<file path="config.mk">
export PLATFORM = sky130hd
export DESIGN_NAME = bus_arbiter
export DESIGN_NICKNAME = d
export VERILOG_FILES = /design/src/source/bus_arbiter.sv
export VERILOG_INCLUDE_DIRS = /design/src /design/src/source
export SDC_FILE = /design/constraint.sdc
export NUM_CORES = 1
export LEC_CHECK = 0
export ABC_AREA = 1
export BUFFER_PORTS_ARGS = -buffer_cell sky130_fd_sc_hd__buf_4
export CAP_MARGIN = 20
export CORE_AREA = 2 2 201 203
export CTS_CLUSTER_SIZE = 20
export DETAILED_ROUTE_END_ITERATION = 10
export DIE_AREA = 0 0 203 205
export PLACE_DENSITY_LB_ADDON = 0.25
export SYNTH_ARGS = -nofsm -noshare
export SYNTH_HDL_FRONTEND = slang
export SYNTH_SLANG_ARGS = --single-unit
</file>
<file path="constraint.sdc">
create_clock -name clk_i -period 7 [get_ports clk_i]
set_clock_uncertainty 0.1 [all_clocks]
set_input_delay 1.05 -clock clk_i [delete_from_list [all_inputs] [get_ports clk_i]]
set_output_delay 1.05 -clock clk_i [all_outputs]
set_load 0.005 [all_outputs]
</file>
<file path="src/source/soc_macros.svh">
// Bus widths, memory map windows, control register offsets and scratchpad size
`ifndef SOC_MACROS_SVH
`define SOC_MACROS_SVH

// Bus widths
`define SOC_ADDR_W 32
`define SOC_DATA_W 64
`define SOC_BE_W   8
`define APB_DATA_W 32

// Memory map
`define DRAM_BASE 32'h8000_0000
`define DRAM_LEN  32'h0000_1000
`define UART_BASE 32'hC000_0000
`define UART_LEN  32'h0000_1000
`define CTRL_BASE 32'hD000_0000
`define CTRL_LEN  32'h0000_1000

// Scratchpad depth in 64-bit words
`define L2_WORDS 512

// Control register offsets within the window
`define CTRL_EXIT_OFS      12'h000
`define CTRL_DRAM_BASE_OFS 12'h008
`define CTRL_DRAM_END_OFS  12'h010

`endif

</file>
<file path="src/source/bus_arbiter.sv">
// Round-robin arbiter for the core and vector ports with request and response muxing
`timescale 1ns/10ps
`include "soc_macros.svh"

module bus_arbiter (
  input  logic                   clk_i,
  input  logic                   rst_n_i,
  input  logic                   core_req_i,
  input  logic                   core_we_i,
  input  logic [`SOC_ADDR_W-1:0] core_addr_i,
  input  logic [`SOC_DATA_W-1:0] core_wdata_i,
  input  logic [`SOC_BE_W-1:0]   core_be_i,
  output logic                   core_gnt_o,
  output logic                   core_rvalid_o,
  output logic [`SOC_DATA_W-1:0] core_rdata_o,
  output logic                   core_err_o,
  input  logic                   vec_req_i,
  input  logic                   vec_we_i,
  input  logic [`SOC_ADDR_W-1:0] vec_addr_i,
  input  logic [`SOC_DATA_W-1:0] vec_wdata_i,
  input  logic [`SOC_BE_W-1:0]   vec_be_i,
  output logic                   vec_gnt_o,
  output logic                   vec_rvalid_o,
  output logic [`SOC_DATA_W-1:0] vec_rdata_o,
  output logic                   vec_err_o,
  input  logic                   bus_done_i,
  input  logic [`SOC_DATA_W-1:0] bus_rdata_i,
  input  logic                   bus_err_i,
  output logic                   bus_sel_o,
  output logic                   bus_we_o,
  output logic [`SOC_ADDR_W-1:0] bus_addr_o,
  output logic [`SOC_DATA_W-1:0] bus_wdata_o,
  output logic [`SOC_BE_W-1:0]   bus_be_o
);

  logic busy_q, owner_q, last_q, sel_q;
  logic pick_vec, any_gnt;

  // last_q set means the vector port was served last
  assign pick_vec   = vec_req_i & (~core_req_i | ~last_q);
  assign core_gnt_o = ~busy_q & core_req_i & ~pick_vec;
  assign vec_gnt_o  = ~busy_q & pick_vec;
  assign any_gnt    = core_gnt_o | vec_gnt_o;

  always_ff @(posedge clk_i) begin
    if (!rst_n_i) begin
      busy_q  <= 1'b0;
      owner_q <= 1'b0;
      last_q  <= 1'b1;
      sel_q   <= 1'b0;
    end else begin
      sel_q <= any_gnt;
      if (any_gnt) begin
        busy_q  <= 1'b1;
        owner_q <= pick_vec;
        last_q  <= pick_vec;
      end else if (bus_done_i) begin
        busy_q <= 1'b0;
      end
    end
  end

  // Granted request, held for the whole transfer
  always_ff @(posedge clk_i) begin
    if (any_gnt) begin
      bus_we_o    <= pick_vec ? vec_we_i    : core_we_i;
      bus_addr_o  <= pick_vec ? vec_addr_i  : core_addr_i;
      bus_wdata_o <= pick_vec ? vec_wdata_i : core_wdata_i;
      bus_be_o    <= pick_vec ? vec_be_i    : core_be_i;
    end
  end

  assign bus_sel_o = sel_q;

  // Response goes back to the owner only
  assign core_rvalid_o = busy_q & bus_done_i & ~owner_q;
  assign vec_rvalid_o  = busy_q & bus_done_i & owner_q;
  assign core_rdata_o  = owner_q ? '0 : bus_rdata_i;
  assign vec_rdata_o   = owner_q ? bus_rdata_i : '0;
  assign core_err_o    = core_rvalid_o & bus_err_i;
  assign vec_err_o     = vec_rvalid_o & bus_err_i;

  a_gnt_exclusive: assert property (@(posedge clk_i) disable iff (!rst_n_i)
    !(core_gnt_o && vec_gnt_o));

  // Targets never answer without an open transfer
  a_no_done_idle: assert property (@(posedge clk_i) disable iff (!rst_n_i)
    !busy_q |-> !bus_done_i);

endmodule

</file>
==> summary.txt <==
Status: finished, final reports clean
Via count: 6,633
CP most frequent cell: buf_4
CTS tree: yes
Post-Syn Area per Cell: 7.81 µm²
Max clock buf depth: 2
Top cells by count, synth: 282 x nand2_1, 133 x inv_1, 107 x nand3_1
Clock transition at the registers of the reported paths: 90 ps
Initial core utilization: 14.9%
Post-layout util: 26.8%
Fmax: 295 MHz
Setup bufs post-CTS: 0
Top-count cell post-synth: nand2_1
DIE WIDTH: 203 µm
Clock Latency Late Sink: 380 ps
FF-to-FF setup slack: 4390 ps
Fin. Hold Viols: 0
DRT Pass-1 Iters: 5
Number of global-route vias before repair: 6,619
# IOs: 520
Critical path arrival: 2240 ps
Largest stage delay, worst path: 800 ps
RSZ-0062 raised after global routing: false
Hold worst-path end: last_q
# port buffers: 519
Dpl hpwl: 22,000 µm
First-pass GRT wire length: 39,300 µm
Placer Congestion: 0.859
CP endpoint kind: output pin
Area Overhead vs Synth: 79.5%
Sequential share of the synthesized area: 55.0%
Predominant post-synthesis flop cell: edfxtp_1
Setup_tns: 0 ps
Fraction of layout cells with a size suffix above 1: 43.7%
Largest net degree at the start of global routing: 113
Power Density: 187 nW/µm²
Routed WL: 27,900 µm
H-tree depth: 3
Count of cell types in the netlist: 15
Num rows: 73
DIE AREA: 41,600 µm²
Top-area cell type share of the netlist area: 53.6%
Crit-path slowest cell: buf_4
Post-DRT Antenna Nets: 0
Violation count after the first detailed-routing iteration: 347
Via/cell ratio: 3.74
Tcrit/Tclk final: 48.4%
Wire per inst: 15.7 µm
Crit path cell chain: buf_4 > inv_1 > nor2_1 > buf_4
Hold_buf cts: 0
Overflow after GRT: 0
Peak supply drop: 86.7 µV
CORE AREA: 39,400 µm²
HP Class: flip-flop to flip-flop
P_leak: 5.93 nW
Min-delay src: last_q
Root Driver: clkbuf_16
Final setup violation count: 0
Tot GR Track Use: 12.7%
Worst r2r dst: bus_wdata_o[57]
Yosys warns: 0
Setup Crit Path Kind: flip-flop to output pin
Fin crit period: 3390 ps
Mapped cell area: 5880 µm²
Req. time, crit path: 5850 ps
Maxcap violations: 0
Hold Path Depth: 2
Slew headroom: 25.0%
Final nets: 1,520
CP Max Fanout: 112
Die height: 205 µm
Post-Syn Instances: 753
Filler Cell Count: 4,328
FF+latch count, synth: 109
Main area contributors after synthesis: edfxtp_1 54%, nand2_1 18%, nand3_1 9.1%
Slew @ Worst Pin: 1120 ps
Num CTS Buffers: 9
Clock Sinks: 109
Number of antenna violations at the first check in global routing: 2
Reg2reg start: last_q
Max Slew Vio Count: 0
CP Launch Type: flip-flop
Synth Net Count: 1,033
Async set-reset flop share out of synthesis: 0%
Post-synth top area cell: edfxtp_1
Quantity of gates resized following cts: 0
Reg2reg path depth: 4
Number of flops mapped to enable cells by yosys: 105
# DRC: 0
worst max-delay path by stage:
stage | endpoint | slack, ps | startpoint | cells past startpoint
3_5_place_dp | bus_wdata_o[58] | 3530 | core_req_i | 5
6_report | vec_rvalid_o | 3610 | owner_q | 4
5_1_grt | vec_rvalid_o | 3370 | owner_q | 4
3_3_place_gp | bus_be_o[4] | 3540 | core_req_i | 5
2_1_floorplan | bus_addr_o[0] | 2870 | vec_req_i | 3
4_1_cts | vec_rvalid_o | 3540 | owner_q | 4
sequential cells by signal, summed over array words and instances, names as in the netlist:
name	flops
bus_addr_o	32
owner_q	1
bus_we_o	1
bus_wdata_o	64
last_q	1
bus_sel_o	1
busy_q	1
bus_be_o	8
kinds of logic (layout without fill, tap and decap cells):
| group | after synthesis | after routing | share of synthesized area (%) |
|---|---|---|---|
| buf+inv | 182 | 674 | 13.1 |
| compound gates | 2 | 2 | 0.213 |
| flops | 109 | 109 | 55.0 |
| other cells | 0 | 2 | 0 |
| simple gates | 460 | 460 | 31.8 |
metrics by stage:
step           setup WS [ps]  hold WS (ps)  std cells  cell area [µm²]  power [mW]
6_report                3610           424       1772            10600        1.97
2_1_floorplan           2870           364        753             5880        1.04
3_3_place_gp            3540           412       1754            10200        1.42
3_5_place_dp            3530           415       1754            10200        1.42
5_1_grt                 3370           455       1772            10600        2.08
4_1_cts                 3540           428       1770            10600        2.01
worst max-delay path: cells and delay by family (launching register included):
kind                   cells  cell delay (ps)
buffers and inverters      3             1100
flip-flops                 1              490
AND/OR/NAND/NOR            1              230
where the power goes:
group	leakage [nW]	total, mW	internal [mW]	switching, mW
clock	0.154	0.579	0.317	0.262
sequential	1.07	0.844	0.817	0.0262
combinational	4.71	0.550	0.288	0.262
total	5.93	1.97	1.42	0.550
per-layer routing:
layer  vias up  track usage, %  wire (µm)
li1       3282               -          -
met4         0            6.02        873
met5         -               0          0
met2       328            24.0      14900
met1      2988            12.8       9810
met3        35            3.72       2330
area by class of cell:
cell class	instances	area (µm²)	area share [%]
Clock buffer	10	229	2.17
Tap cell	525	657	6.22
Antenna cell	2	5.00	0.0474
Multi-Input combinational cell	462	1900	18.0
Inverter	133	499	4.73
Sequential cell	109	3240	30.7
Clock inverter	6	93.8	0.889
Timing Repair Buffer	525	3940	37.3
cells in the final DEF, fill, tap and decap left out:
cell type / n
nand2_4: 3
a21oi_1: 1
dfxtp_4: 1
nor2_1: 67
nor3_1: 2
dfxtp_1: 3
clkbuf_16: 9
diode_2: 2
clkinv_4: 1
buf_4: 525
inv_1: 133
clkbuf_1: 1
a21boi_0: 1
inv_6: 2
nand2_1: 281
clkinvlp_4: 1
nand3_1: 107
bufinv_16: 2
edfxtp_1: 105
Note: power is estimated with default switching activity, not from simulation.
