File: config.mk
export PLATFORM = sky130hd
export DESIGN_NAME = addr_decoder
export DESIGN_NICKNAME = d
export VERILOG_FILES = /design/src/source/soc_pkg.sv /design/src/source/addr_decoder.sv
export VERILOG_INCLUDE_DIRS = /design/src /design/src/source
export SDC_FILE = /design/constraint.sdc
export NUM_CORES = 1
export LEC_CHECK = 0
export BUFFER_PORTS_ARGS = -buffer_cell sky130_fd_sc_hd__buf_2
export CAP_MARGIN = 20
export CORE_AREA = 4 4 116 118
export DETAILED_ROUTE_END_ITERATION = 10
export DIE_AREA = 0 0 120 122
export GPL_ROUTABILITY_DRIVEN = 0
export HOLD_SLACK_MARGIN = 0.06
export MAX_ROUTING_LAYER = met4
export PLACE_DENSITY = 0.51
export SLEW_MARGIN = 15
export SYNTH_ARGS = -nofsm -noshare
export SYNTH_HDL_FRONTEND = slang
export SYNTH_SLANG_ARGS = --single-unit
File: constraint.sdc
create_clock -name clk_i -period 1.2 [get_ports clk_i]
set_input_delay 0.12 -clock clk_i [delete_from_list [all_inputs] [get_ports clk_i]]
set_output_delay 0.12 -clock clk_i [all_outputs]
set_load 0.02 [all_outputs]
File: src/source/soc_macros.svh
// Bus widths, memory map windows, control register offsets and scratchpad size
`ifndef SOC_MACROS_SVH
`define SOC_MACROS_SVH

// Bus widths
`define SOC_ADDR_W 32
`define SOC_DATA_W 64
`define SOC_BE_W   8
`define APB_DATA_W 32

// Memory map
`define DRAM_BASE 32'h8000_0000
`define DRAM_LEN  32'h0000_1000
`define UART_BASE 32'hC000_0000
`define UART_LEN  32'h0000_1000
`define CTRL_BASE 32'hD000_0000
`define CTRL_LEN  32'h0000_1000

// Scratchpad depth in 64-bit words
`define L2_WORDS 512

// Control register offsets within the window
`define CTRL_EXIT_OFS      12'h000
`define CTRL_DRAM_BASE_OFS 12'h008
`define CTRL_DRAM_END_OFS  12'h010

`endif

File: src/source/soc_pkg.sv
// Package with the bus address union and the target-select enum
package soc_pkg;

  // Scratchpad view, 64-bit words
  typedef struct packed {
    logic [19:0] region;
    logic [8:0]  word_idx;
    logic [2:0]  byte_ofs;
  } dram_addr_t;

  // Peripheral view, 64-bit registers split into 32-bit halves
  typedef struct packed {
    logic [19:0] region;
    logic [8:0]  reg_idx;
    logic        half_sel;
    logic [1:0]  byte_ofs;
  } periph_addr_t;

  typedef union packed {
    dram_addr_t   dram;
    periph_addr_t periph;
  } soc_addr_u;

  typedef enum logic [1:0] {
    SEL_L2   = 2'd0,
    SEL_UART = 2'd1,
    SEL_CTRL = 2'd2,
    SEL_NONE = 2'd3
  } target_sel_e;

endpackage

File: src/source/addr_decoder.sv
// Address decoder with target strobes, response mux and decode-error response
`timescale 1ns/10ps
`include "soc_macros.svh"

module addr_decoder (
  input  logic                   clk_i,
  input  logic                   rst_n_i,
  input  logic                   bus_sel_i,
  input  logic [`SOC_ADDR_W-1:0] bus_addr_i,
  input  logic                   l2_done_i,
  input  logic [`SOC_DATA_W-1:0] l2_rdata_i,
  input  logic                   uart_done_i,
  input  logic [`SOC_DATA_W-1:0] uart_rdata_i,
  input  logic                   uart_err_i,
  input  logic                   ctrl_done_i,
  input  logic [`SOC_DATA_W-1:0] ctrl_rdata_i,
  input  logic                   ctrl_err_i,
  output logic                   l2_sel_o,
  output logic                   uart_sel_o,
  output logic                   ctrl_sel_o,
  output logic                   bus_done_o,
  output logic [`SOC_DATA_W-1:0] bus_rdata_o,
  output logic                   bus_err_o
);

  import soc_pkg::*;

  target_sel_e tgt_d, tgt_q;
  logic        miss_q;

  // First matching window wins
  always_comb begin
    if (bus_addr_i >= `DRAM_BASE && bus_addr_i < `DRAM_BASE + `DRAM_LEN) begin
      tgt_d = SEL_L2;
    end else if (bus_addr_i >= `UART_BASE && bus_addr_i < `UART_BASE + `UART_LEN) begin
      tgt_d = SEL_UART;
    end else if (bus_addr_i >= `CTRL_BASE && bus_addr_i < `CTRL_BASE + `CTRL_LEN) begin
      tgt_d = SEL_CTRL;
    end else begin
      tgt_d = SEL_NONE;
    end
  end

  assign l2_sel_o   = bus_sel_i && (tgt_d == SEL_L2);
  assign uart_sel_o = bus_sel_i && (tgt_d == SEL_UART);
  assign ctrl_sel_o = bus_sel_i && (tgt_d == SEL_CTRL);

  always_ff @(posedge clk_i) begin
    if (!rst_n_i) begin
      tgt_q  <= SEL_NONE;
      miss_q <= 1'b0;
    end else begin
      miss_q <= bus_sel_i && (tgt_d == SEL_NONE);
      if (bus_sel_i) begin
        tgt_q <= tgt_d;
      end
    end
  end

  always_comb begin
    case (tgt_q)
      SEL_L2: begin
        bus_done_o  = l2_done_i;
        bus_rdata_o = l2_rdata_i;
        bus_err_o   = 1'b0;
      end
      SEL_UART: begin
        bus_done_o  = uart_done_i;
        bus_rdata_o = uart_rdata_i;
        bus_err_o   = uart_err_i;
      end
      SEL_CTRL: begin
        bus_done_o  = ctrl_done_i;
        bus_rdata_o = ctrl_rdata_i;
        bus_err_o   = ctrl_err_i;
      end
      default: begin
        bus_done_o  = miss_q;
        bus_rdata_o = '0;
        bus_err_o   = miss_q;
      end
    endcase
  end

  a_sel_onehot: assert property (@(posedge clk_i) disable iff (!rst_n_i)
    $onehot0({l2_sel_o, uart_sel_o, ctrl_sel_o}));

endmodule

==> results.py <==
metrics = {
    "die": {
        "initial_core_util_pct": 12.9,
        "die_y_um": 122,
        "rows": 41,
        "dieArea_mm2": 0.0146,
        "dieWidth_um": 120,
        "pin_count": 301,
        "core_mm2": 0.0125,
    },
    "clock_network": {
        "htreeDepth": 1,
        "clock-sinks": 3,
        "clock_latency_ns": 0.22,
        "postCtsHoldBufs": 0,
        "root_buffer": "clkbuf_16",
        "cts_buffer_depth": 2,
        "clk_pin_slew_ns": 0.03,
        "cts_tree": "built",
        "cts_buffers": 3,
    },
    "timing": {
        "period_needed_ns": 1.55,
        "slew_headroom_pct": 80.2,
        "rsz0062_at_grt": "yes",
        "skew_ns": 0,
        "drv_slew": 0,
        "tightest_slew_ns": 0.295,
        "layout_setup_ws_ns": -0.351,
        "period_share_pct": 129,
        "tns_ns": -19.38,
        "setup_viol": 68,
        "finalHoldViolCount": 0,
        "fmax_ghz": 0.645,
    },
    "finish": {
        "num_antenna_cells": 0,
        "area.growth.synth_to_final_pct": 191,
        "drive_gt1_share_pct": 79.4,
        "nets": 790,
    },
    "detailed_routing": {
        "vias": 3160,
        "wl_mm": 12.1,
        "first_pass_iters": 4,
        "drt-wirelength-per-cell_um": 16.6,
        "drc": 0,
        "postRouteAntennaNets": 0,
        "drt-initial-drc-count": 73,
        "viasPerCell": 4.33,
    },
    "setup_path": {
        "rr_worst_depth": 5,
        "crit_arrival_ns": 1.43,
        "cp_slowest_stage_delay_ns": 0.51,
        "worstSetupEndpoint": "bus_done_o",
        "cp_cell_sequence": "buf_8 > mux4_2 > buf_6",
        "crit_type": "reg2out",
        "reg2reg_slack_ns": 0.13,
        "cp-startpoint": "tgt_q[0]",
        "timing.rr.end": "tgt_q[0]",
        "r2r_start": "tgt_q[0]",
        "crit_path_max_fanout": 6,
        "cp.required_ns": 1.08,
        "slowest_stage": "mux4_2",
        "cp-end-kind": "primary output",
        "startpoint_type": "flip-flop",
    },
    "logic_synthesis": {
        "async_flop_share_pct": 0,
        "synth_seq_area_share_pct": 3.72,
        "syn_area_mm2": 0.00161,
        "synth_edf_count": 0,
        "synth_nets": 482,
        "yosysWarnings": 0,
        "synth_flop_cell": "dfxtp_1",
        "ys_types": 25,
        "avgSynthCellArea_um2": 6.46,
        "ys_ff_latch": 3,
        "syn_inst": 250,
    },
    "global_route": {
        "overflow": 0,
        "gr-usage-met2_pct": 24.2,
        "use_met3_pct": 1.44,
        "grt_busiest_layer": "met2",
        "grtUsageMet1_pct": 13.1,
        "antenna_found_initial": 0,
        "track_usage_pct": 12.1,
        "grt_pass1_vias": 3109,
        "grt_pass1_wl_mm": 14.3,
        "grt_max_degree": 41,
    },
    "worst_hold_path": {
        "hold_start": "rst_n_i",
        "min_path_type": "in2reg",
    },
    "power": {
        "p_per_area_mw_per_mm2": 268,
        "p_leak_nw": 2.48,
        "peakVddDrop_uv": 459,
    },
    "place": {
        "place_ws_ns": -0.262,
        "port_buffers": 288,
        "hpwl_mm": 8.03,
    },
    "job": {
        "drv_cap": 0,
    },
    "status": {
        "status": "finished, violations left",
        "violations": "setup timing",
    },
}
[logic make-up after synthesis]
group / after synthesis / synth area share, %
simple gates: 88 / 23.8
compound gates: 68 / 21.6
mux: 66 / 41.8
buf+inv: 24 / 8.53
flops: 3 / 3.72
xor+xnor: 1 / 0.543
[Yosys cell counts, types with 2 or more instances]
master	number	area share (%)
a22oi_1	2	0.93
buf_2	5	1.6
buf_4	11	5.1
clkbuf_1	6	1.4
dfxtp_1	3	3.7
inv_1	2	0.47
mux2i_1	64	40
nand2_1	69	16
nand3_1	2	0.62
nor2_1	3	0.70
nor4_1	6	2.3
o21ai_0	48	15
o21ai_1	17	5.3
[critical path: cells and delay by family, from the launching register on]
family                 cells  cell delay [ns]
buffers and inverters      2             0.30
DFF                        1             0.40
muxes                      1             0.51
[state kept, by name, indices dropped and copies added (netlist names)]
| signal | count |
|---|---|
| tgt_q | 2 |
| miss_q | 1 |
[placed cells by master (no fill, tap or decap), types with 2 or more instances in the layout]
master     count
a22oi_1        2
buf_12        10
buf_2        229
buf_4         24
buf_6         50
buf_8          4
clkbuf_16     10
dfxtp_4        2
inv_1          2
mux2i_1       28
mux2i_2       26
mux2i_4       10
nand2_1       60
nand2_2        8
nor2_1         3
nor4_4         5
o21ai_1       11
o21ai_2       54
[per-layer routing]
metal | part of all wire (%) | vias to the layer above
met5 | 0 | -
met4 | 0.45 | 0
met3 | 6.4 | 7
met2 | 52 | 169
met1 | 41 | 1461
li1 | - | 1523
[worst min-delay path by stage]
stage          cells after the start        to  slack [ns]
2_1_floorplan                      1  tgt_q[1]        0.23
3_3_place_gp                       2  tgt_q[0]        0.36
3_5_place_dp                       2  tgt_q[1]        0.36
4_1_cts                            2  tgt_q[1]        0.13
5_1_grt                            2  tgt_q[0]        0.15
6_report                           2  tgt_q[1]        0.14
[power by group]
group	switching, W	internal (W)	leakage [nW]
sequential	0.000000851	0.0000978	0.0243
clock	0.0000915	0.000438	0.0382
combinational	0.000255	0.000377	2.42
[metrics by stage]
stage	cell area (µm²)	cells	util, %	power (W)	hold slack (ns)
6_report	4700	729	37.7	0.00126	0.144
5_1_grt	4700	729	37.7	0.00133	0.149
4_1_cts	3960	708	31.8	0.00118	0.133
3_5_place_dp	3550	701	28.5	0.000599	0.363
3_3_place_gp	3550	701	28.5	0.000587	0.360
2_1_floorplan	1860	250	-	0.000221	0.227
[timing repair]
action | in CTS | in global routing
cloned | 1 | 14
endpoints found under the setup margin | 69 | 69
pin swaps | 3 | 23
buffers inserted | 2 | 8
hold endpoints to repair | 0 | 0
gates resized for setup | 77 | 108
[layout make-up]
| type | count | area [µm²] |
|---|---|---|
| clock buffers | 4 | 78.8 |
| inverters | 2 | 7.51 |
| well taps | 172 | 215 |
| multi-input cells | 223 | 1980 |
| repair buffers | 325 | 2350 |
| fillers | 1279 | 7770 |
| flip-flops and latches | 3 | 67.6 |
Power figures use the tool's default switching activity.
