==> src/source/soc_macros.svh <==
// Bus widths, memory map windows, control register offsets and scratchpad size
`ifndef SOC_MACROS_SVH
`define SOC_MACROS_SVH

// Bus widths
`define SOC_ADDR_W 32
`define SOC_DATA_W 64
`define SOC_BE_W   8
`define APB_DATA_W 32

// Memory map
`define DRAM_BASE 32'h8000_0000
`define DRAM_LEN  32'h0000_1000
`define UART_BASE 32'hC000_0000
`define UART_LEN  32'h0000_1000
`define CTRL_BASE 32'hD000_0000
`define CTRL_LEN  32'h0000_1000

// Scratchpad depth in 64-bit words
`define L2_WORDS 512

// Control register offsets within the window
`define CTRL_EXIT_OFS      12'h000
`define CTRL_DRAM_BASE_OFS 12'h008
`define CTRL_DRAM_END_OFS  12'h010

`endif

==> src/source/soc_pkg.sv <==
// Package with the bus address union and the target-select enum
package soc_pkg;

  // Scratchpad view, 64-bit words
  typedef struct packed {
    logic [19:0] region;
    logic [8:0]  word_idx;
    logic [2:0]  byte_ofs;
  } dram_addr_t;

  // Peripheral view, 64-bit registers split into 32-bit halves
  typedef struct packed {
    logic [19:0] region;
    logic [8:0]  reg_idx;
    logic        half_sel;
    logic [1:0]  byte_ofs;
  } periph_addr_t;

  typedef union packed {
    dram_addr_t   dram;
    periph_addr_t periph;
  } soc_addr_u;

  typedef enum logic [1:0] {
    SEL_L2   = 2'd0,
    SEL_UART = 2'd1,
    SEL_CTRL = 2'd2,
    SEL_NONE = 2'd3
  } target_sel_e;

endpackage

==> src/source/uart_apb_bridge.sv <==
// Bus to APB bridge toward the UART with setup and access phases
`timescale 1ns/10ps
`include "soc_macros.svh"

module uart_apb_bridge (
  input  logic                   clk_i,
  input  logic                   rst_n_i,
  input  logic                   sel_i,
  input  logic                   we_i,
  input  soc_pkg::soc_addr_u     addr_i,
  input  logic [`SOC_DATA_W-1:0] wdata_i,
  input  logic [`APB_DATA_W-1:0] prdata_i,
  input  logic                   pready_i,
  input  logic                   pslverr_i,
  output logic                   done_o,
  output logic [`SOC_DATA_W-1:0] rdata_o,
  output logic                   err_o,
  output logic                   psel_o,
  output logic                   penable_o,
  output logic                   pwrite_o,
  output logic [`SOC_ADDR_W-1:0] paddr_o,
  output logic [`APB_DATA_W-1:0] pwdata_o
);

  typedef enum logic [1:0] {ST_IDLE, ST_SETUP, ST_ACCESS} apb_state_e;

  apb_state_e state_q;
  logic       pwrite_q, done_q;

  always_ff @(posedge clk_i) begin
    if (!rst_n_i) begin
      state_q  <= ST_IDLE;
      pwrite_q <= 1'b0;
      done_q   <= 1'b0;
    end else begin
      done_q <= 1'b0;
      case (state_q)
        ST_IDLE: begin
          if (sel_i) begin
            state_q  <= ST_SETUP;
            pwrite_q <= we_i;
          end
        end
        ST_SETUP: state_q <= ST_ACCESS;
        ST_ACCESS: begin
          // Slave may stretch the access phase
          if (pready_i) begin
            state_q  <= ST_IDLE;
            pwrite_q <= 1'b0;
            done_q   <= 1'b1;
          end
        end
        default: state_q <= ST_IDLE;
      endcase
    end
  end

  always_ff @(posedge clk_i) begin
    if (state_q == ST_IDLE && sel_i) begin
      paddr_o  <= addr_i;
      pwdata_o <= addr_i.periph.half_sel ? wdata_i[63:32] : wdata_i[31:0];
    end
    if (state_q == ST_ACCESS && pready_i) begin
      rdata_o <= pwrite_q ? '0 : {prdata_i, prdata_i};
      err_o   <= pslverr_i;
    end
  end

  assign psel_o    = state_q != ST_IDLE;
  assign penable_o = state_q == ST_ACCESS;
  assign pwrite_o  = pwrite_q;
  assign done_o    = done_q;

  // Access phase always follows a setup cycle
  a_penable_psel: assert property (@(posedge clk_i) disable iff (!rst_n_i)
    penable_o |-> psel_o && $past(psel_o));

endmodule

==> config.mk <==
export PLATFORM = sky130hd
export DESIGN_NAME = uart_apb_bridge
export DESIGN_NICKNAME = d
export VERILOG_FILES = /design/src/source/soc_pkg.sv /design/src/source/uart_apb_bridge.sv
export VERILOG_INCLUDE_DIRS = /design/src /design/src/source
export SDC_FILE = /design/constraint.sdc
export NUM_CORES = 1
export LEC_CHECK = 0
export BUFFER_PORTS_ARGS = -buffer_cell sky130_fd_sc_hd__buf_2
export CORE_MARGIN = 2
export CORE_UTILIZATION = 38
export DETAILED_ROUTE_END_ITERATION = 8
export HOLD_SLACK_MARGIN = 0.08
export PLACE_DENSITY = 0.77
export SLEW_MARGIN = 5
export SYNTH_ARGS = -nofsm -noshare
export SYNTH_HDL_FRONTEND = slang
export SYNTH_SLANG_ARGS = --single-unit
==> constraint.sdc <==
create_clock -name clk_i -period 4.6 [get_ports clk_i]
set_input_delay 1.38 -clock clk_i [delete_from_list [all_inputs] [get_ports clk_i]]
set_output_delay 1.38 -clock clk_i [all_outputs]
set_load 0.02 [all_outputs]
==> run summary <==
GLOBAL ROUTING
------------------------------------------------------------------------------------------
Vias in the first global route                                                        2716
Number of antenna violations at the first check in global routing                        0
First-pass GRT wire length                                                        14100 um
GRT Resource Usage Total                                                            16.84%
Overall overflow remaining after global route                                            0
Maximum number of pins on one net before global-route repair                            68

DRT
------------------------------------------------------------------------------------------
Post-route ant nets                                                                      0
Number of detailed-routing iterations run before antenna repair                          4
Amount of wire on met2 after detailed routing                                      4897 um
Count of vias placed by the detailed router                                           2638
Sum of routed wire length over all layers                                          9490 um
Highest metal layer with signal wires                                                 met4
Per-cell routed wire length                                                       15.98 um
First DRT Iteration DRCs                                                                55
Length of routed met3 wiring                                                       1215 um
Via density per instance                                                             4.441
Number of remaining DRC errors                                                           0
Routed metal-1 wirelength                                                          3254 um

POWER AND IR DROP
------------------------------------------------------------------------------------------
Sw Share                                                                            24.11%
Pleak                                                                             2.347 nW
Switching pwr                                                                  0.0004335 W
Cell internal power dissipation                                                 0.001364 W
Seq pwr share                                                                        60.6%
Combinational group share of total power                                             13.9%
Portion of total power attributed to the clock network                               25.5%
Power density of the placed cells                                             338.2 mW/mm^2
Peak ir drop on the vdd network                                                0.0001706 V

TIMING
------------------------------------------------------------------------------------------
RSZ-0062 raised after global routing                                                    no
Worst setup margin                                                                 1560 ps
Ratio of final minimum period to clock period                                       66.09%
Final number of setup-violating endpoints                                                0
Clock tree skew after final layout                                                5.073 ps
Final min period                                                                   3040 ps
Final max-slew violation count                                                           0
Max-slew headroom at the worst pin                                                  31.59%
Total negative slack for setup checks                                                 0 ps
Number of hold-slack violations in the final timing report                               0
Upper clock frequency limit                                                     0.3290 GHz
Slew of the pin with the lowest slew margin                                        1025 ps

FINISH
------------------------------------------------------------------------------------------
Net count, final                                                                       589
Fin util                                                                            51.96%
Final Non-Filler Cells                                                                 594
Fraction of final layout cells with drive strength greater than 1                   68.12%
P&R area growth vs syn                                                              34.50%
Number of diodes                                                                         0

FLOORPLAN
------------------------------------------------------------------------------------------
Site Rows                                                                               37
Area of the core region                                                       0.01023 mm^2
Area of the die                                                               0.01123 mm^2
Ports placed on the boundary                                                           267
Initial Utilization                                                                 38.63%
Height of the chip                                                                106.0 um
Horizontal die dimension                                                          106.0 um

RUN
------------------------------------------------------------------------------------------
Max-capacitance violation count                                                          0

SETUP PATH
------------------------------------------------------------------------------------------
Chain of cells forming the critical path                                             buf_2
Worst reg2reg setup slack                                                          2930 ps
CP top delay family                                                             flip-flops
Slowest cell on the critical path                                                  dfxtp_1
Number of buffer and inverter stages on the critical path                                1
Critical path class                                                             reg -> out
Worst reg2reg path endpoint                                                    paddr_o[18]
Slowest cell delay on critical path                                                1000 ps
Kind of launch point of the worst setup path                                          flop
Origin of the critical flop-to-flop path                                        state_q[1]
Kind of end point of the critical path                                          output pin
Req. time, crit path                                                               3220 ps
Largest fanout of any net on the critical path                                          34
Cells on worst reg2reg path                                                              2
Worst EP arrival                                                                   1660 ps
Start point of the critical path                                                  pwrite_o

HOLD PATH
------------------------------------------------------------------------------------------
WHS Path Cells                                                                           2
Class of the tightest hold or removal check                                     reg -> reg
Min-Delay Startpoint                                                            state_q[0]
Sink of the worst hold path                                                     state_q[1]

SYNTH
------------------------------------------------------------------------------------------
Synth unique cells                                                                      19
Avg Cell Area, Syn                                                              18.30 um^2
Cell area after technology mapping                                            0.003953 mm^2
Part of the Yosys area used for sequential elements                                 75.72%
Synth Net Count                                                                        350
Ys Warns                                                                                 0
Post-synthesis cell count                                                              216
Most frequent cells after synthesis                                           97 x edfxtp_1, 32 x buf_4, 30 x mux2_2
Async S/R FF share, synth                                                               0%
Synth area leaders                                                            edfxtp_1 74%, mux2_2 8.5%, buf_4 6.1%, nor2b_1 3.5%, and2b_1 2.3%
Most frequent cell after synthesis                                                edfxtp_1
Fraction of synthesized cell area taken by the top area cell type                   73.69%
Cell type with the largest total area after synthesis                             edfxtp_1
Post-synthesis register bit count                                                      101
Number of flops mapped to enable cells by yosys                                         97
Most frequently used flop master after synthesis                                  edfxtp_1

CLOCK TREE
------------------------------------------------------------------------------------------
Clock tree from TritonCTS                                                            built
Number of levels the H-tree was split into                                               3
Insertion delay of the later-clocked pin in the worst-skew pair                     340 ps
Total clock buffers created by CTS                                                       9
Number of buffers between clock root and the deepest sink                                2
Hold bufs inserted after CTS                                                             0
Clk sinks                                                                              101
Clock root buffer master                                                          clkbuf_8
Post-CTS setup buffer count                                                              0
Clock edge transition at the registers on the reported setup and hold paths          80 ps
Total of cells resized after clock tree synthesis                                        0

STATUS
------------------------------------------------------------------------------------------
Outcome                                                                       complete, no violations

PLACEMENT
------------------------------------------------------------------------------------------
Count of input and output buffers                                                      266
Setup WS pre-CTS                                                                   1870 ps
Gpl congestion                                                                      0.7702
Placed Cells                                                                           580
Post-DP HPWL                                                                       7466 um

-- cell families (layout without fill, tap and decap cells) --
| family | Yosys count | in the layout | share of synthesized area, % |
|---|---|---|---|
| multiplexers | 33 | 33 | 9.370 |
| AND/OR/NAND/NOR | 42 | 42 | 7.091 |
| flip-flops | 101 | 101 | 75.72 |
| AO/OA/AOI/OAI | 1 | 1 | 0.3165 |
| buffers and inverters | 39 | 281 | 7.502 |
-- registers in the layout, summed over array words and instances, names as in the netlist --
register,flops
paddr_o,32
pwdata_o,32
rdata_o,32
state_q,2
done_o,1
err_o,1
pwrite_o,1
-- metal layers --
metal / vias up / global-route usage [%]
met2: 163 / 28.80
met5: - / 0
met1: 1242 / 17.75
met3: 9 / 8.584
li1: 1224 / -
met4: 0 / 6.297
-- cell type report --
type,count,area [um^2]
flip-flops and latches,101,2993
well taps,136,170.2
multi-input cells,76,669.4
clock inverters,4,17.52
clock buffers,10,127.6
fillers,912,4915
repair buffers,267,1339
-- how the worst max path moves through the flow --
stage,end,depth (start not counted)
2_1_floorplan,pwrite_o,3
6_report,pwrite_o,1
4_1_cts,pwrite_o,1
5_1_grt,pwrite_o,1
3_5_place_dp,pwdata_o[22],3
3_3_place_gp,paddr_o[2],3
-- layout by cell type, fill, tap and decap left out, types with 2 or more instances in the layout --
cell type,instances
clkinv_1,2
edfxtp_1,97
mux2_2,30
dfxtp_1,4
clkinv_2,2
and2b_1,12
mux2_1,2
nor2b_1,22
buf_2,266
clkbuf_8,9
-- power by group through the flow --
stage / registers (W) / clock network [W] / logic, W
floorplan: 0.00117 / 0 / 0.0000840
global placement: 0.00111 / 0 / 0.000247
detailed placement: 0.00111 / 0 / 0.000253
CTS: 0.00109 / 0.000482 / 0.000253
global route: 0.00110 / 0.000515 / 0.000270
finish: 0.00109 / 0.000458 / 0.000249
-- stage by stage --
step / total power [W] / hold slack, ps / area, um^2
floorplan: 0.001254 / 538.6 / 3953
detailed placement: 0.001365 / 588.2 / 5171
global route: 0.001881 / 643.6 / 5316
global placement: 0.001357 / 579.7 / 5171
finish: 0.001798 / 598.0 / 5316
CTS: 0.001827 / 600.3 / 5316
Power figures use the tool's default switching activity.
