--- config.mk ---
export PLATFORM = sky130hd
export DESIGN_NAME = ctrl_regs
export DESIGN_NICKNAME = d
export VERILOG_FILES = /design/src/source/soc_pkg.sv /design/src/source/ctrl_regs.sv
export VERILOG_INCLUDE_DIRS = /design/src /design/src/source
export SDC_FILE = /design/constraint.sdc
export NUM_CORES = 1
export LEC_CHECK = 0
export ABC_CLOCK_PERIOD_IN_PS = 2350
export CORE_MARGIN = 2
export CORE_UTILIZATION = 35
export DETAILED_ROUTE_END_ITERATION = 6
export DONT_BUFFER_PORTS = 1
export GPL_TIMING_DRIVEN = 0
export HOLD_SLACK_MARGIN = 0.08
export PLACE_DENSITY = 0.59
export SYNTH_ARGS = -nofsm -noshare
export SYNTH_HDL_FRONTEND = slang
export SYNTH_SLANG_ARGS = --single-unit
--- constraint.sdc ---
create_clock -name clk_i -period 2.35 [get_ports clk_i]
set_input_delay 0.47 -clock clk_i [delete_from_list [all_inputs] [get_ports clk_i]]
set_output_delay 0.47 -clock clk_i [all_outputs]
set_load 0.01 [all_outputs]
--- src/source/soc_macros.svh ---
// Bus widths, memory map windows, control register offsets and scratchpad size
`ifndef SOC_MACROS_SVH
`define SOC_MACROS_SVH

// Bus widths
`define SOC_ADDR_W 32
`define SOC_DATA_W 64
`define SOC_BE_W   8
`define APB_DATA_W 32

// Memory map
`define DRAM_BASE 32'h8000_0000
`define DRAM_LEN  32'h0000_1000
`define UART_BASE 32'hC000_0000
`define UART_LEN  32'h0000_1000
`define CTRL_BASE 32'hD000_0000
`define CTRL_LEN  32'h0000_1000

// Scratchpad depth in 64-bit words
`define L2_WORDS 512

// Control register offsets within the window
`define CTRL_EXIT_OFS      12'h000
`define CTRL_DRAM_BASE_OFS 12'h008
`define CTRL_DRAM_END_OFS  12'h010

`endif

--- src/source/soc_pkg.sv ---
// Package with the bus address union and the target-select enum
package soc_pkg;

  // Scratchpad view, 64-bit words
  typedef struct packed {
    logic [19:0] region;
    logic [8:0]  word_idx;
    logic [2:0]  byte_ofs;
  } dram_addr_t;

  // Peripheral view, 64-bit registers split into 32-bit halves
  typedef struct packed {
    logic [19:0] region;
    logic [8:0]  reg_idx;
    logic        half_sel;
    logic [1:0]  byte_ofs;
  } periph_addr_t;

  typedef union packed {
    dram_addr_t   dram;
    periph_addr_t periph;
  } soc_addr_u;

  typedef enum logic [1:0] {
    SEL_L2   = 2'd0,
    SEL_UART = 2'd1,
    SEL_CTRL = 2'd2,
    SEL_NONE = 2'd3
  } target_sel_e;

endpackage

--- src/source/ctrl_regs.sv ---
// Control registers with the exit word and read-only DRAM base and end
`timescale 1ns/10ps
`include "soc_macros.svh"

module ctrl_regs (
  input  logic                   clk_i,
  input  logic                   rst_n_i,
  input  logic                   sel_i,
  input  logic                   we_i,
  input  soc_pkg::soc_addr_u     addr_i,
  input  logic [`SOC_DATA_W-1:0] wdata_i,
  input  logic [`SOC_BE_W-1:0]   be_i,
  output logic                   done_o,
  output logic [`SOC_DATA_W-1:0] rdata_o,
  output logic                   err_o,
  output logic [63:0]            exit_o
);

  logic [11:0] reg_ofs;
  logic        is_exit, is_base, is_end;
  logic        done_q;
  logic [63:0] exit_q;

  assign reg_ofs = {addr_i.periph.reg_idx, 3'b000};
  assign is_exit = reg_ofs == `CTRL_EXIT_OFS;
  assign is_base = reg_ofs == `CTRL_DRAM_BASE_OFS;
  assign is_end  = reg_ofs == `CTRL_DRAM_END_OFS;

  always_ff @(posedge clk_i) begin
    if (!rst_n_i) begin
      done_q <= 1'b0;
      exit_q <= '0;
    end else begin
      done_q <= sel_i;
      if (sel_i && we_i && is_exit) begin
        for (int b = 0; b < `SOC_BE_W; b++) begin
          if (be_i[b]) begin
            exit_q[8*b +: 8] <= wdata_i[8*b +: 8];
          end
        end
      end
    end
  end

  // Only the exit register takes writes
  always_ff @(posedge clk_i) begin
    if (sel_i) begin
      err_o <= we_i ? !is_exit : !(is_exit || is_base || is_end);
      if (we_i || is_exit) begin
        rdata_o <= we_i ? '0 : exit_q;
      end else if (is_base) begin
        rdata_o <= 64'(`DRAM_BASE);
      end else if (is_end) begin
        rdata_o <= 64'(`DRAM_BASE + `DRAM_LEN);
      end else begin
        rdata_o <= '0;
      end
    end
  end

  assign done_o = done_q;
  assign exit_o = exit_q;

endmodule

==> impl_metrics.ini, run 1 <==
[grt]
antenna_found_initial = 0
grt-busiest-layer = met2
use_met3_pct = 8.520
grt_pass1_vias = 3269
grt_max_degree = 68
grt_pass1_wl_mm = 19.06
overflow = 0
globalRouteMet2Util_pct = 25.49
grtUsageMet1_pct = 18.00
grt.total_usage_pct = 15.87

[final_layout]
antennaDiodeCount = 0
drive_gt1_share_pct = 11.70
final_cell_area_sq_um = 6131
final_cell_mix = nand2_1, dfxtp_1, edfxtp_1
multi_input_area_sq_um = 1785
fin_nets = 565
final_common_cell = nand2_1
stdcell_count = 654
fillers = 1355
seq_area_sq_um = 3253
areaGrowthSynthToFinish_pct = 16.00

[outcome]
status = finished clean

[setup_path]
worstSetupPathType = primary input to flip-flop
r2r_setup_slack_ns = 1.36
cp.required_ns = 2.62
end_kind = flip-flop
worstRegToRegCells = 2
cp-start-kind = primary input
worst-path-max-fanout = 10
r2r_end = rdata_o[31]$_DFFE_PP_
critPathMaxStageDelay_ns = 0.58
timing.rr.start = exit_o[31]$_SDFFE_PN0P_
cp_data_arrival_time_ns = 2.28
cp_cell_sequence = or4_1, buf_6, nor4_4, buf_4, clkbuf_1, and2_1
slowest_stage = or4_1

[die]
rows = 44
ios = 238
die-area_sq_um = 16100
fp.coreArea_sq_um = 14640
start_util_pct = 36.09
dieWidth_microns = 126.9
die_h_microns = 126.9

[cts]
clk_pin_slew_ns = 0.05
numClockSinks = 130
clk_path_buf_depth = 2
cts_buffers = 17
hold_buffers = 0
htree_num_levels = 4
clock-root-buffer = clkbuf_16
clkLatencyLatePin_ns = 0.41
cts_tree = yes
cts.repair.resized = 0

[min_path]
hold_depth = 0
hold_end = rdata_o[34]$_SDFFCE_PP0P_
min_from = sel_i
min_path_type = primary input to flip-flop

[placed_design]
dp.cells = 620
port_buffers = 0
place_area_sq_um = 5515
gp_congestion = 0.7834
hpwl_mm = 9.153

[synthesis]
netlist_top_cells_area = edfxtp_1, dfxtp_1, mux2i_1, nand2_1, and2_1
yosysTopAreaCell = edfxtp_1
syn_avg_cell_area_sq_um = 12.12
synth_top_area_share_pct = 36.93
synth-seq-cells = 130
yosysSeqAreaShare_pct = 61.55
netlist_instances = 436
syn_area_sq_um = 5285
ys_warn_count = 0
syn_nets = 544
synth_cell_types = 20

[timing]
whs_ns = 0.1803
post-route-min-period_ns = 2.011
tightestPinTransition_ns = 0.8031
relSlewSlack_pct = 46.06
rsz0062_at_grt = no
post-route-period-util_pct = 85.57
fmax_mhz = 497.3
setup-violations-final = 0
finalHoldViolCount = 0
maxSlewViolCount = 0
setup_tns_ns = 0
clock_skew_ns = 0.008260

[power]
pwr-share-seq_pct = 47.3
ir_drop_mv = 0.4347
clkPwrFrac_pct = 50.3
p_switching_w = 0.001042
p_leak_nw = 2.197
switching_share_pct = 20.02
power.density_nw_per_um2 = 848.9
internal-power_w = 0.004162
combPwrFrac_pct = 2.4

[detailed_routing]
drc_errors = 0
dr.pass1.iters = 4
post_drt_wl_per_cell_microns = 19.38
ant_nets = 0
wirelength_mm = 12.67
drt-initial-drc-count = 148
viasPerCell = 4.861
vias = 3179

[run]
maxCapViolCount = 0
[worst max-delay path, delay by kind of cell]
kind | cells | cell delay, ns
AND/OR/NAND/NOR | 3 | 1.07
buffers and inverters | 3 | 0.73
[power by group through the flow]
stage | clock network (W) | registers (W) | logic (W)
finish | 0.00262 | 0.00246 | 0.000127
global route | 0.00278 | 0.00246 | 0.000142
CTS | 0.00269 | 0.00246 | 0.000131
detailed placement | 0 | 0.00251 | 0.000131
global placement | 0 | 0.00251 | 0.000127
floorplan | 0 | 0.00250 | 0.0000995
[flip-flops by register name (all words and copies together), names as in the netlist]
register,flops
done_o,1
err_o,1
rdata_o,64
exit_o,64
[synth_stat cells]
library cell,count
a21oi_1,1
mux2i_1,64
o21ai_0,1
a2111oi_2,1
clkbuf_1,20
dfxtp_1,65
nor3_1,1
or4_4,1
nor4_4,9
buf_2,1
nand3b_1,1
buf_8,1
nand2_1,128
buf_6,1
bufinv_8,8
nor2_1,2
edfxtp_1,65
o21bai_1,1
and2_1,63
or4_1,2
[layer usage]
| metal | up-vias | wire length [microns] |
|---|---|---|
| met3 | 14 | 1412 |
| met1 | 1514 | 5025 |
| met2 | 143 | 6134 |
| li1 | 1508 | - |
| met4 | 0 | 100 |
| met5 | - | 0 |
[per-stage QoR]
stage | utilization [%] | total power, W | setup WS, ns
after floorplan | - | 0.002598 | 0.2520
after global placement | 37.66 | 0.002636 | -0.2952
after detailed placement | 37.66 | 0.002639 | -0.3201
after CTS | 41.76 | 0.005285 | 0.1092
after global routing | 41.87 | 0.005388 | 0.2099
final | 41.87 | 0.005204 | 0.3392
[how the worst max path moves through the flow]
stage,startpoint,to,slack [ns]
after floorplan,addr_i[8],rdata_o[31]$_DFFE_PP_,0.25
after global placement,addr_i[8],rdata_o[15]$_SDFFCE_PP0P_,-0.30
after detailed placement,addr_i[8],rdata_o[24]$_SDFFCE_PP0P_,-0.32
after CTS,addr_i[8],rdata_o[24]$_SDFFCE_PP0P_,0.11
after global routing,addr_i[8],rdata_o[14]$_SDFFCE_PP0P_,0.21
final,addr_i[8],rdata_o[24]$_SDFFCE_PP0P_,0.34
[cell families (layout without fill, tap and decap cells)]
family                 Yosys count  count (layout)  share of synthesized area, %
multiplexers                    64              64                         12.12
buffers and inverters           31              65                         4.664
flip-flops                     130             130                         61.55
AND/OR/NAND/NOR                207             207                         21.05
AO/OA/AOI/OAI                    4               4                        0.6153
[area by class of cell]
cell class              count  share of cell area (%)
inverters                   8                   2.286
flip-flops and latches    130                   53.06
repair buffers              2                  0.2449
plain buffers              23                   1.735
multi-input cells         275                   29.12
clock inverters             9                   1.673
clock buffers              23                   8.122
well taps                 184                   3.755
[timing repair]
item                                    in CTS  in global routing
setup buffers                                0                  2
hold endpoints to repair                     0                  0
endpoints found under the setup margin       0                  3
Note: power is estimated with default switching activity, not from simulation.
==> run 2: changes to the inputs <==
==> constraint.sdc (replaced) <==
create_clock -name clk_i -period 2.35 [get_ports clk_i]
set_input_delay 0.1175 -clock clk_i [delete_from_list [all_inputs] [get_ports clk_i]]
set_output_delay 0.1175 -clock clk_i [all_outputs]
set_load 0.01 [all_outputs]
==> run 2 against run 1 <==
Maximum frequency decreased by 1.1%. Clock power about the same. Sequential power about the same. Clock skew increased by 0.0013 ns. Final area increased by 12%. Highest routed layer unchanged.
==> impl_metrics.ini, run 2 (synthesized netlist as in run 1, its figures left out) <==
[timing]
maxSlewViolCount = 0
setup_tns_ns = 0
finalHoldViolCount = 0
post-route-min-period_ns = 2.034
fmax_mhz = 491.7
setup-violations-final = 0
tightestPinTransition_ns = 0.8073
post-route-period-util_pct = 86.55
relSlewSlack_pct = 45.77
rsz0062_at_grt = no
clock_skew_ns = 0.009524

[grt]
antenna_found_initial = 0
grt.total_usage_pct = 17.17
grt_max_degree = 67
overflow = 0
grt_pass1_vias = 3655
grt_pass1_wl_mm = 20.77

[power]
p_switching_w = 0.001094
switching_share_pct = 20.50
internal-power_w = 0.004242
ir_drop_mv = 0.4195
p_leak_nw = 2.498
pwr-share-seq_pct = 46.1
power.density_nw_per_um2 = 778.4
clkPwrFrac_pct = 49.1
combPwrFrac_pct = 4.7

[die]
die_h_microns = 126.9
dieWidth_microns = 126.9
fp.coreArea_sq_um = 14640
rows = 44
ios = 238
start_util_pct = 36.09
die-area_sq_um = 16100

[final_layout]
stdcell_count = 724
fillers = 1293
final_cell_mix = nand2_1, dlygate4sd3_1, dfxtp_1, edfxtp_1, mux2i_1
areaGrowthSynthToFinish_pct = 29.69
antennaDiodeCount = 0
fin_nets = 635
final_common_cell = nand2_1
drive_gt1_share_pct = 10.00

[min_path]
min_path_type = primary input to flip-flop
hold_end = exit_o[7]$_SDFFE_PN0P_
min_from = be_i[0]
hold_depth = 3

[placed_design]
hpwl_mm = 9.153
port_buffers = 0
dp.cells = 620
gp_congestion = 0.7834

[setup_path]
r2r_end = rdata_o[31]$_DFFE_PP_
worst-path-max-fanout = 10
cp.required_ns = 2.62
worstSetupPathType = primary input to flip-flop
cp-start-kind = primary input
timing.rr.start = exit_o[31]$_SDFFE_PN0P_
worstRegToRegCells = 3
r2r_setup_slack_ns = 0.83
cp_data_arrival_time_ns = 2.31
end_kind = flip-flop

[cts]
clk_pin_slew_ns = 0.06
numClockSinks = 130
cts_tree = yes
cts_buffers = 17
clk_path_buf_depth = 2
clkLatencyLatePin_ns = 0.42
post-cts-setup-buffer-count = 0
htree_num_levels = 4
clock-root-buffer = clkbuf_16

[detailed_routing]
wl_met2_mm = 6.764
dr.pass1.iters = 4
ant_nets = 0
drc_errors = 0
vias = 3534
maxUsedRoutingLayer = met4
dr_wl_met3_mm = 1.229
met1Wirelength_mm = 5.521
viasPerCell = 4.881
post_drt_wl_per_cell_microns = 18.96
wirelength_mm = 13.72
drt-initial-drc-count = 170

[outcome]
status = finished clean

[run]
maxCapViolCount = 0
-- run 2: repair_timing --
action,CTS,global route
endpoints found under the hold margin,133,0
resized for setup,0,0
hold buffers,72,0
-- run 2: worst max path at each step --
stage / to / cells after the start / startpoint
after floorplan: rdata_o[31]$_DFFE_PP_ / 4 / addr_i[8]
after global placement: rdata_o[15]$_SDFFCE_PP0P_ / 5 / addr_i[8]
after detailed placement: rdata_o[24]$_SDFFCE_PP0P_ / 5 / addr_i[8]
after CTS: rdata_o[31]$_DFFE_PP_ / 5 / addr_i[8]
after global routing: rdata_o[31]$_DFFE_PP_ / 5 / addr_i[8]
final: rdata_o[31]$_DFFE_PP_ / 5 / addr_i[8]
-- run 2: area by class of cell --
cell class / instances / area (sq um) / area share (%)
plain buffers: 23 / 106.4 / 1.552
clock buffers: 23 / 498.0 / 7.265
clock inverters: 9 / 102.6 / 1.497
inverters: 8 / 140.1 / 2.045
multi-input cells: 275 / 1785 / 26.05
flip-flops and latches: 130 / 3253 / 47.46
well taps: 184 / 230.2 / 3.359
repair buffers: 72 / 738.2 / 10.77
-- run 2: critical path, stage by stage --
cell           delay, ns
or4_1               0.58
buf_6               0.22
or4_1               0.49
a2111oi_2           0.31
dlygate4sd3_1       0.59
-- run 2: per-layer routing --
metal  up-vias  track usage, %
met5         -               0
met4         0           6.723
met3        19           7.212
met2       161           28.30
met1      1708           19.89
li1       1646               -
-- run 2: power groups by stage --
stage | Sequential [W] | Combinational [W] | Clock [W]
2_1_floorplan | 0.00250 | 0.0000995 | 0
3_3_place_gp | 0.00251 | 0.000127 | 0
3_5_place_dp | 0.00251 | 0.000131 | 0
4_1_cts | 0.00246 | 0.000253 | 0.00269
5_1_grt | 0.00246 | 0.000276 | 0.00278
6_report | 0.00246 | 0.000253 | 0.00262
-- run 2: stage by stage --
step	total power [W]	setup slack (ns)	utilization, %	hold slack [ns]	area (sq um)
2_1_floorplan	0.002598	0.6045	-	0.2300	5285
3_3_place_gp	0.002636	0.05731	37.66	0.2371	5515
3_5_place_dp	0.002639	0.03243	37.66	0.2388	5515
4_1_cts	0.005407	0.3294	46.80	0.08370	6854
5_1_grt	0.005519	0.2177	46.80	0.09461	6854
6_report	0.005335	0.3162	46.80	0.1111	6854
